==> config.mk <==
export PLATFORM = sky130hd
export DESIGN_NAME = cdrom_audio_top
export DESIGN_NICKNAME = d
export VERILOG_FILES = /design/src/source/cdrom_pkg.sv /design/src/source/cdrom_pcm_fifo.sv /design/src/source/cdrom_pcm_feeder.sv /design/src/source/cdrom_host_regs.sv /design/src/source/cdrom_audio_mixer.sv /design/src/source/cdrom_audio_top.sv
export SDC_FILE = /design/constraint.sdc
export NUM_CORES = 2
export LEC_CHECK = 0
export BUFFER_PORTS_ARGS = -buffer_cell sky130_fd_sc_hd__buf_2
export CORE_ASPECT_RATIO = 1.5
export CORE_MARGIN = 5
export CORE_UTILIZATION = 55
export CTS_CLUSTER_DIAMETER = 150
export DETAILED_ROUTE_END_ITERATION = 6
export GPL_ROUTABILITY_DRIVEN = 1
export PLACE_DENSITY = 0.71
export SYNTH_ARGS = -nofsm -noshare
export SYNTH_HDL_FRONTEND = slang
export SYNTH_HIERARCHICAL = 1
export SYNTH_SLANG_ARGS = --single-unit
==> constraint.sdc <==
create_clock -name i_clk -period 10.54 [get_ports i_clk]
set_clock_uncertainty 0.2 [all_clocks]
set_input_delay 2.635 -clock i_clk [delete_from_list [all_inputs] [get_ports i_clk]]
set_output_delay 2.635 -clock i_clk [all_outputs]
set_load 0.05 [all_outputs]
==> src/source/cdrom_pkg.sv <==
package cdrom_pkg;

	// ----------------------------------------
	// Audio path sizes
	// ----------------------------------------
	localparam int N_CHAN = 2;                 // Stereo
	localparam int CH_L = 0;
	localparam int CH_R = 1;
	localparam int PCM_W = 16;                 // Signed PCM sample width
	localparam int FIFO_DEPTH = 16;            // Per channel, also initial credits
	localparam int CREDIT_W = $clog2(FIFO_DEPTH + 1);
	localparam int SAMPLE_PERIOD = 768;        // Clocks per output sample
	localparam int VOL_UNITY_SHIFT = 7;        // 0x80 is unity gain

	// ----------------------------------------
	// CPU register addresses
	// ----------------------------------------
	localparam logic [1:0] REG_STATUS = 2'd0;  // Index write, status read
	localparam logic [1:0] REG_DATA1 = 2'd1;
	localparam logic [1:0] REG_DATA2 = 2'd2;
	localparam logic [1:0] REG_DATA3 = 2'd3;

	// Stereo sample pair
	// Right sits in the upper word so that lane CH_L is bits [PCM_W-1:0]
	typedef struct packed {
		logic signed [PCM_W-1:0] r;
		logic signed [PCM_W-1:0] l;
	} pcm_pair_t;

	// 2x2 volume matrix, unsigned, 0x80 = 100%
	typedef struct packed {
		logic [7:0] ll; // Left in to left out
		logic [7:0] rl; // Right in to left out
		logic [7:0] lr; // Left in to right out
		logic [7:0] rr; // Right in to right out
	} vol_set_t;

endpackage

==> src/source/cdrom_pcm_fifo.sv <==
module cdrom_pcm_fifo (
	input  logic                                i_clk,
	input  logic                                i_nrst,
	input  logic                                i_push,
	input  logic signed [cdrom_pkg::PCM_W-1:0]  i_data,
	input  logic                                i_pop,
	output logic signed [cdrom_pkg::PCM_W-1:0]  o_data,
	output logic                                o_not_empty,
	output logic                                o_credit
);

	logic signed [cdrom_pkg::PCM_W-1:0] mem [cdrom_pkg::FIFO_DEPTH];

	// Depth is a power of two, pointers wrap by themselves
	logic [$clog2(cdrom_pkg::FIFO_DEPTH)-1:0] wr_ptr;
	logic [$clog2(cdrom_pkg::FIFO_DEPTH)-1:0] rd_ptr;
	logic [cdrom_pkg::CREDIT_W-1:0] count;

	// Storage
	always_ff @(posedge i_clk) begin
		if (i_push)
			mem[wr_ptr] <= i_data;
	end

	// ----------------------------------------
	// Pointers, level and credit return
	// ----------------------------------------
	always_ff @(posedge i_clk) begin
		if (!i_nrst) begin
			wr_ptr <= '0;
			rd_ptr <= '0;
			count <= '0;
			o_credit <= 1'b0;
		end else begin
			if (i_push)
				wr_ptr <= wr_ptr + 1'b1;
			if (i_pop)
				rd_ptr <= rd_ptr + 1'b1;
			case ({i_push, i_pop})
				2'b10: count <= count + 1'b1;
				2'b01: count <= count - 1'b1;
				default: ; // Push and pop together keep the level
			endcase
			o_credit <= i_pop; // One credit per sample drained
		end
	end

	assign o_data = mem[rd_ptr]; // Head always visible
	assign o_not_empty = (count != '0);

	// Credit flow on the feeder side must keep this from firing
	a_no_overrun: assert property (@(posedge i_clk) disable iff (!i_nrst)
		!(i_push && !i_pop && count == cdrom_pkg::FIFO_DEPTH) && !(i_pop && count == '0))
		else $error("FIFO overrun or underrun, count %0d", count);

endmodule

==> src/source/cdrom_pcm_feeder.sv <==
module cdrom_pcm_feeder (
	input  logic                              i_clk,
	input  logic                              i_nrst,
	input  logic                              i_pcm_valid,
	input  cdrom_pkg::pcm_pair_t              i_pcm,
	input  logic [cdrom_pkg::N_CHAN-1:0]      i_credit,
	output logic                              o_pcm_ready,
	output logic [cdrom_pkg::N_CHAN-1:0]      o_push,
	output cdrom_pkg::pcm_pair_t              o_push_data
);

	logic [cdrom_pkg::N_CHAN-1:0][cdrom_pkg::CREDIT_W-1:0] credit_cnt;
	logic [cdrom_pkg::N_CHAN-1:0][cdrom_pkg::CREDIT_W-1:0] credit_nxt;
	logic [cdrom_pkg::N_CHAN-1:0] credit_ok;
	logic take;

	assign take = i_pcm_valid & o_pcm_ready;
	assign o_push = {cdrom_pkg::N_CHAN{take}}; // Both lanes move together
	assign o_push_data = i_pcm;

	// Spend on push, regain on credit pulse
	always_comb begin
		for (int ch = 0; ch < cdrom_pkg::N_CHAN; ch++) begin
			case ({o_push[ch], i_credit[ch]})
				2'b10: credit_nxt[ch] = credit_cnt[ch] - 1'b1;
				2'b01: credit_nxt[ch] = credit_cnt[ch] + 1'b1;
				default: credit_nxt[ch] = credit_cnt[ch]; // Idle or both cancel
			endcase
			credit_ok[ch] = (credit_nxt[ch] != '0);
		end
	end

	always_ff @(posedge i_clk) begin
		if (!i_nrst) begin
			for (int ch = 0; ch < cdrom_pkg::N_CHAN; ch++)
				credit_cnt[ch] <= cdrom_pkg::CREDIT_W'(cdrom_pkg::FIFO_DEPTH);
			o_pcm_ready <= 1'b1; // Full credit after reset
		end else begin
			credit_cnt <= credit_nxt;
			o_pcm_ready <= &credit_ok; // Tracks the counters, never i_pcm_valid
		end
	end

	// ----------------------------------------
	// Credit checks
	// ----------------------------------------
	for (genvar ch = 0; ch < cdrom_pkg::N_CHAN; ch++) begin : g_chk
		a_no_push_dry: assert property (@(posedge i_clk) disable iff (!i_nrst)
			o_push[ch] |-> (credit_cnt[ch] != '0))
			else $error("Push on lane %0d with zero credit", ch);
		a_credit_max: assert property (@(posedge i_clk) disable iff (!i_nrst)
			credit_cnt[ch] <= cdrom_pkg::FIFO_DEPTH)
			else $error("Credit overflow on lane %0d: %0d", ch, credit_cnt[ch]);
	end

endmodule

==> src/source/cdrom_host_regs.sv <==
module cdrom_host_regs (
	input  logic                 i_clk,
	input  logic                 i_nrst,
	input  logic                 i_cs,
	input  logic                 i_write,
	input  logic [1:0]           i_adr,
	input  logic [7:0]           i_wdata,
	input  logic                 i_fifo_any_data,
	input  logic                 i_fifo_all_empty,
	input  logic                 i_pcm_ready,
	output logic [7:0]           o_rdata,
	output cdrom_pkg::vol_set_t  o_vol_work
);

	logic [2:0] index_q;                   // Bank select
	cdrom_pkg::vol_set_t vol_stage;        // Written by CPU, not yet in use
	cdrom_pkg::vol_set_t vol_work;         // Feeds the mixer
	logic [4:0] int_en;                    // Interrupt enable
	logic [2:0] int_spare;                 // Stored only, no function
	logic wr_en;
	logic apply_wr;

	assign wr_en = i_cs & i_write;

	// Index 3 on address 3, bit 5 latches the staged set
	assign apply_wr = wr_en & (i_adr == cdrom_pkg::REG_DATA3) & (index_q == 3'd3) & i_wdata[5];

	// ----------------------------------------
	// Register writes
	// ----------------------------------------
	always_ff @(posedge i_clk) begin
		if (!i_nrst) begin
			index_q <= 3'd0;
			vol_stage <= '0;
			vol_work <= '0;
			int_en <= 5'd0;
			int_spare <= 3'd0;
		end else begin
			if (wr_en) begin
				case (i_adr)
					cdrom_pkg::REG_STATUS: index_q <= i_wdata[2:0];
					cdrom_pkg::REG_DATA1: begin
						if (index_q == 3'd3)
							vol_stage.rr <= i_wdata;
					end
					cdrom_pkg::REG_DATA2: begin
						case (index_q)
							3'd1: begin
								int_en <= i_wdata[4:0];
								int_spare <= i_wdata[7:5];
							end
							3'd2: vol_stage.ll <= i_wdata;
							3'd3: vol_stage.rl <= i_wdata;
							default: ; // Parameter FIFO lives elsewhere
						endcase
					end
					cdrom_pkg::REG_DATA3: begin
						if (index_q == 3'd2)
							vol_stage.lr <= i_wdata;
					end
					default: ;
				endcase
			end
			if (apply_wr)
				vol_work <= vol_stage; // Whole matrix in one edge
		end
	end

	assign o_vol_work = vol_work;

	// ----------------------------------------
	// Read mux
	// ----------------------------------------
	always_comb begin
		case (i_adr)
			cdrom_pkg::REG_STATUS: begin
				o_rdata = {
					2'b00,
					i_fifo_any_data,    // Bit 5
					i_pcm_ready,        // Bit 4, room for a sample
					i_fifo_all_empty,   // Bit 3
					index_q
				};
			end
			cdrom_pkg::REG_DATA3: begin
				// Even banks show the enable byte, odd banks the flags (not kept)
				if (index_q[0])
					o_rdata = 8'h00;
				else
					o_rdata = {int_spare, int_en};
			end
			default: o_rdata = 8'h00; // Response and data FIFOs not present
		endcase
	end

	// Working volumes move only right after an apply strobe
	a_vol_apply_only: assert property (@(posedge i_clk) disable iff (!i_nrst)
		(vol_work != $past(vol_work)) |-> $past(apply_wr))
		else $error("o_vol_work changed without apply write");

endmodule

==> src/source/cdrom_audio_mixer.sv <==
module cdrom_audio_mixer (
	input  logic                              i_clk,
	input  logic                              i_nrst,
	input  cdrom_pkg::pcm_pair_t              i_head,
	input  logic [cdrom_pkg::N_CHAN-1:0]      i_not_empty,
	input  cdrom_pkg::vol_set_t               i_vol,
	output logic [cdrom_pkg::N_CHAN-1:0]      o_pop,
	output cdrom_pkg::pcm_pair_t              o_audio,
	output logic                              o_audio_strobe
);

	logic [$clog2(cdrom_pkg::SAMPLE_PERIOD)-1:0] div_cnt;
	logic tick;                                   // Terminal count
	logic signed [cdrom_pkg::PCM_W-1:0] smp_l;
	logic signed [cdrom_pkg::PCM_W-1:0] smp_r;
	logic signed [cdrom_pkg::PCM_W-1:0] mix_l;
	logic signed [cdrom_pkg::PCM_W-1:0] mix_r;

	// Two products, scale back from 0x80 unity, clip to 16 bits
	function automatic logic signed [cdrom_pkg::PCM_W-1:0] mix_sat(
		input logic signed [cdrom_pkg::PCM_W-1:0] a,
		input logic signed [cdrom_pkg::PCM_W-1:0] b,
		input logic [7:0]                         va,
		input logic [7:0]                         vb
	);
		logic signed [cdrom_pkg::PCM_W+9:0] acc;  // 16x9 bit products plus carry
		logic [10:0] top_bits;
		acc = (a * $signed({1'b0, va}) + b * $signed({1'b0, vb}))
			>>> cdrom_pkg::VOL_UNITY_SHIFT;
		top_bits = acc[cdrom_pkg::PCM_W+9:cdrom_pkg::PCM_W-1];
		if ((&top_bits) | (~|top_bits))
			return acc[cdrom_pkg::PCM_W-1:0];  // Fits as is
		// Overflow, pin to max or min by sign
		return {acc[cdrom_pkg::PCM_W+9], {(cdrom_pkg::PCM_W-1){~acc[cdrom_pkg::PCM_W+9]}}};
	endfunction

	// ----------------------------------------
	// Sample rate divider
	// ----------------------------------------
	assign tick = (div_cnt == cdrom_pkg::SAMPLE_PERIOD - 1);

	always_ff @(posedge i_clk) begin
		if (!i_nrst)
			div_cnt <= '0;
		else if (tick)
			div_cnt <= '0;
		else
			div_cnt <= div_cnt + 1'b1;
	end

	// Drain one sample per channel, only if present
	assign o_pop = {cdrom_pkg::N_CHAN{tick}} & i_not_empty;

	// Empty lane plays silence
	assign smp_l = i_not_empty[cdrom_pkg::CH_L] ? i_head.l : '0;
	assign smp_r = i_not_empty[cdrom_pkg::CH_R] ? i_head.r : '0;

	assign mix_l = mix_sat(smp_l, smp_r, i_vol.ll, i_vol.rl);
	assign mix_r = mix_sat(smp_l, smp_r, i_vol.lr, i_vol.rr);

	// ----------------------------------------
	// Output register
	// ----------------------------------------
	always_ff @(posedge i_clk) begin
		if (!i_nrst) begin
			o_audio <= '0;
			o_audio_strobe <= 1'b0;
		end else begin
			o_audio_strobe <= tick;  // One cycle wide
			if (tick) begin
				o_audio.l <= mix_l;
				o_audio.r <= mix_r;
			end
		end
	end

endmodule

==> src/source/cdrom_audio_top.sv <==
module cdrom_audio_top (
	input  logic                  i_clk,
	input  logic                  i_nrst,
	input  logic                  i_cs,
	input  logic                  i_write,
	input  logic [1:0]            i_adr,
	input  logic [7:0]            i_wdata,
	input  logic                  i_pcm_valid,
	input  cdrom_pkg::pcm_pair_t  i_pcm,
	output logic [7:0]            o_rdata,
	output logic                  o_pcm_ready,
	output cdrom_pkg::pcm_pair_t  o_audio,
	output logic                  o_audio_strobe
);

	cdrom_pkg::vol_set_t vol_work;
	cdrom_pkg::pcm_pair_t push_data;
	logic [cdrom_pkg::N_CHAN-1:0] push;
	logic [cdrom_pkg::N_CHAN-1:0] credit;
	logic [cdrom_pkg::N_CHAN-1:0] pop;
	logic [cdrom_pkg::N_CHAN-1:0] not_empty;

	// Lane views of the pair, index 0 is left
	wire [cdrom_pkg::N_CHAN-1:0][cdrom_pkg::PCM_W-1:0] push_lane = push_data;
	wire [cdrom_pkg::N_CHAN-1:0][cdrom_pkg::PCM_W-1:0] head_lane;
	wire cdrom_pkg::pcm_pair_t head = head_lane;

	cdrom_host_regs cdrom_host_regs_i (
		.i_clk            (i_clk),
		.i_nrst           (i_nrst),
		.i_cs             (i_cs),
		.i_write          (i_write),
		.i_adr            (i_adr),
		.i_wdata          (i_wdata),
		.i_fifo_any_data  (|not_empty),
		.i_fifo_all_empty (~|not_empty),
		.i_pcm_ready      (o_pcm_ready),
		.o_rdata          (o_rdata),
		.o_vol_work       (vol_work)
	);

	cdrom_pcm_feeder cdrom_pcm_feeder_i (
		.i_clk       (i_clk),
		.i_nrst      (i_nrst),
		.i_pcm_valid (i_pcm_valid),
		.i_pcm       (i_pcm),
		.i_credit    (credit),
		.o_pcm_ready (o_pcm_ready),
		.o_push      (push),
		.o_push_data (push_data)
	);

	// One sample FIFO per channel
	for (genvar ch = 0; ch < cdrom_pkg::N_CHAN; ch++) begin : g_chan
		cdrom_pcm_fifo cdrom_pcm_fifo_i (
			.i_clk       (i_clk),
			.i_nrst      (i_nrst),
			.i_push      (push[ch]),
			.i_data      (push_lane[ch]),
			.i_pop       (pop[ch]),
			.o_data      (head_lane[ch]),
			.o_not_empty (not_empty[ch]),
			.o_credit    (credit[ch])
		);
	end

	cdrom_audio_mixer cdrom_audio_mixer_i (
		.i_clk          (i_clk),
		.i_nrst         (i_nrst),
		.i_head         (head),
		.i_not_empty    (not_empty),
		.i_vol          (vol_work),
		.o_pop          (pop),
		.o_audio        (o_audio),
		.o_audio_strobe (o_audio_strobe)
	);

endmodule

==> flow_summary.ini <==
[yosys]
synth_cell_types = 83
async_flop_share = 0
syn-num-nets = 4492
synth_top_area_frac = 0.335
ys_seq_area_frac = 0.407
syn_avg_cell_area_um2 = 12.3
yosys_warnings = 6
ys.flop_type = edfxtp_1
yosysTopAreaCell = edfxtp_1
syn_inst = 3742
syn_area_um2 = 45900
ys_top_cells_by_area = edfxtp_1 33%, fa_1 22%, dfxtp_1 7.2%
yosys_register_bits = 677
synth_edf_count = 512

[outcome]
status = finished, final reports clean

[clocking]
cts-root-buf = clkbuf_16
clk_pin_slew_worst_paths_ns = 0.06
htree_num_levels = 2
cts_buffer_depth = 3
numCtsBuffers = 59
postCtsSetupRepairBufs = 0
cts_tree = yes
cts_num_sinks = 677
clkLatencyLatePin_ns = 0.66
post_cts_resized = 0
hold_buffers = 0

[worst_setup_path]
cp-start-kind = flip-flop
worstPathArrival_ns = 9.47
reg2reg_depth = 25
cp_top_family = adder cells
cp-end-kind = flip-flop
cp_num_buf_inv = 4
required_ns = 10.84
ff2ff_setup_slack_ns = 1.37
endpoint = cdrom_audio_mixer_i/o_audio[3]
path_class = flip-flop to flip-flop
crit_path_top_delay_cell = dfxtp_2
cp_common_cell = fa_1
critical_path.max_stage_delay_ns = 0.87
cp_max_fo = 35
cp.depth = 25
r2r-end = cdrom_audio_mixer_i/o_audio[3]

[floorplan]
num_rows = 129
initial_core_util = 0.556
die_w_um = 246
dieArea_um2 = 89500
io_pins = 89
dieHeight_um = 364
coreArea_um2 = 82600

[timing]
rsz0062_at_grt = no
final_critical_path_setup_slack_ns = 1.37
clock.fmax_mhz = 109
post-route-min-period_ns = 9.17
max-slew-margin-rel = 0.200
hold_viol = 0
final_max_slew_viol_count = 0
setup_viol = 0
setup_tns_ns = 0
tightest_slew_ns = 1.20
timing.final.crit_share = 0.870

[global_route]
grt_pass1_wl_um = 171000
overflow = 0
grt_max_degree = 105
grt_pass1_vias = 30100
grt_usage = 0.249
antenna_found_initial = 14

[power]
powerDensity_nw_per_um2 = 116
p_leak_nw = 21.5
peakVddDrop_uv = 138
finalPower_mw = 5.72

[final_layout]
multi_input_area_um2 = 23800
syn_to_final_growth_pct = 7.04
final_area_um2 = 49200
fillers = 6624
drive_above_1_share = 0.0993
register_area_um2 = 18700
final_common_cell = inv_1
nets = 4479
final_cell_mix = 643 x inv_1, 512 x edfxtp_1, 498 x fa_1, 466 x nand2_1, 205 x ha_1

[routing]
viasPerCell = 5.77
first_iter_violations = 2443
met2_length_um = 55300
met1_length_um = 40300
wl_met3_um = 6430
routed_wl_um = 110000
vias = 28300
top_layer_used = met5
wire_per_inst_um = 22.4
firstDrtPassIters = 7
route.detailed.drc = 0
antenna_left = 0

[place]
io_buffers = 88
place_congestion = 0.887
pre_cts_slack_ns = 1.33
post-dp-hpwl_um = 80200
dpl_cell_area_um2 = 47100

[hold_path]
holdPathStages = 2
worstHoldPathType = flip-flop to flip-flop

[flow_run]
maxCapViolCount = 0
layer usage:
| metal | vias to the layer above | track usage |
|---|---|---|
| li1 | 12400 | - |
| met1 | 14500 | 0.304 |
| met2 | 989 | 0.428 |
| met3 | 342 | 0.0353 |
| met4 | 12 | 0.139 |
| met5 | - | 0 |
synthesized netlist by cell type, types with 53 or more instances:
cell / instances
a22oi_1: 69
and2_1: 100
and3_1: 197
clkbuf_1: 127
dfxtp_1: 165
edfxtp_1: 512
fa_1: 498
ha_1: 205
inv_1: 643
mux2i_1: 87
mux4_2: 114
nand2_1: 468
xnor2_1: 53
kinds of logic after synthesis:
group | synth area share
flip-flops | 0.407
AND/OR/NAND/NOR | 0.102
adder cells (fa/ha/maj) | 0.273
buffers and inverters | 0.0763
AO/OA/AOI/OAI | 0.0430
multiplexers | 0.0831
XOR/XNOR | 0.0160
sequential cells by signal, summed over array words and instances, names as in the netlist, 2 cells and up, named ones only:
register / count
cdrom_host_regs_i/int_spare: 3
cdrom_host_regs_i/vol_stage: 32
g_chan.cdrom_pcm_fifo_i/mem: 512
cdrom_host_regs_i/o_vol_work: 32
cdrom_host_regs_i/index_q: 3
cdrom_pcm_feeder_i/credit_cnt: 10
g_chan.cdrom_pcm_fifo_i/count: 10
cdrom_audio_mixer_i/div_cnt: 10
cdrom_host_regs_i/int_en: 5
g_chan.cdrom_pcm_fifo_i/wr_ptr: 8
g_chan.cdrom_pcm_fifo_i/rd_ptr: 8
cdrom_audio_mixer_i/o_audio: 32
g_chan.cdrom_pcm_fifo_i/o_credit: 2
metrics by stage:
step | cells | utilization | hold WS, ns
floorplan | 3742 | - | 0.226
global placement | 4781 | 0.570 | 0.241
detailed placement | 4781 | 0.570 | 0.250
CTS | 4891 | 0.595 | 0.262
global route | 4892 | 0.595 | 0.280
finish | 4898 | 0.595 | 0.258
worst min path at each step:
| stage | to | startpoint | slack, ns |
|---|---|---|---|
| 3_3_place_gp | cdrom_audio_mixer_i/o_audio[15] | cdrom_audio_mixer_i/o_audio[15] | 0.24 |
| 4_1_cts | cdrom_host_regs_i/int_en[2] | cdrom_host_regs_i/int_en[2] | 0.26 |
| 3_5_place_dp | cdrom_host_regs_i/int_spare[1] | cdrom_host_regs_i/int_spare[1] | 0.25 |
| 6_report | cdrom_audio_mixer_i/o_audio[15] | cdrom_audio_mixer_i/o_audio[15] | 0.26 |
| 2_1_floorplan | cdrom_audio_mixer_i/div_cnt[0] | cdrom_audio_mixer_i/div_cnt[0] | 0.23 |
| 5_1_grt | cdrom_host_regs_i/o_vol_work[5] | cdrom_host_regs_i/vol_stage[5] | 0.28 |
tightest hold or removal path: stages, from the launching register on:
cell and delay [ns]:
dfxtp_1 0.33, nand2_1 0.04, o21ai_0 0.06
cell type report:
class,count,area share
inverters,643,0.0491
multi-input cells,2213,0.483
diodes,7,0.000356
well taps,1113,0.0283
repair buffers,135,0.0169
clock inverters,38,0.0105
clock buffers,72,0.0315
flip-flops and latches,677,0.380
power breakdown:
part / switching, mW / internal, mW / total [mW]
registers: 0.0253 / 2.92 / 2.95
clock network: 0.985 / 1.30 / 2.29
logic: 0.373 / 0.116 / 0.488
total: 1.38 / 4.34 / 5.72
Note: power is estimated with default switching activity, not from simulation.
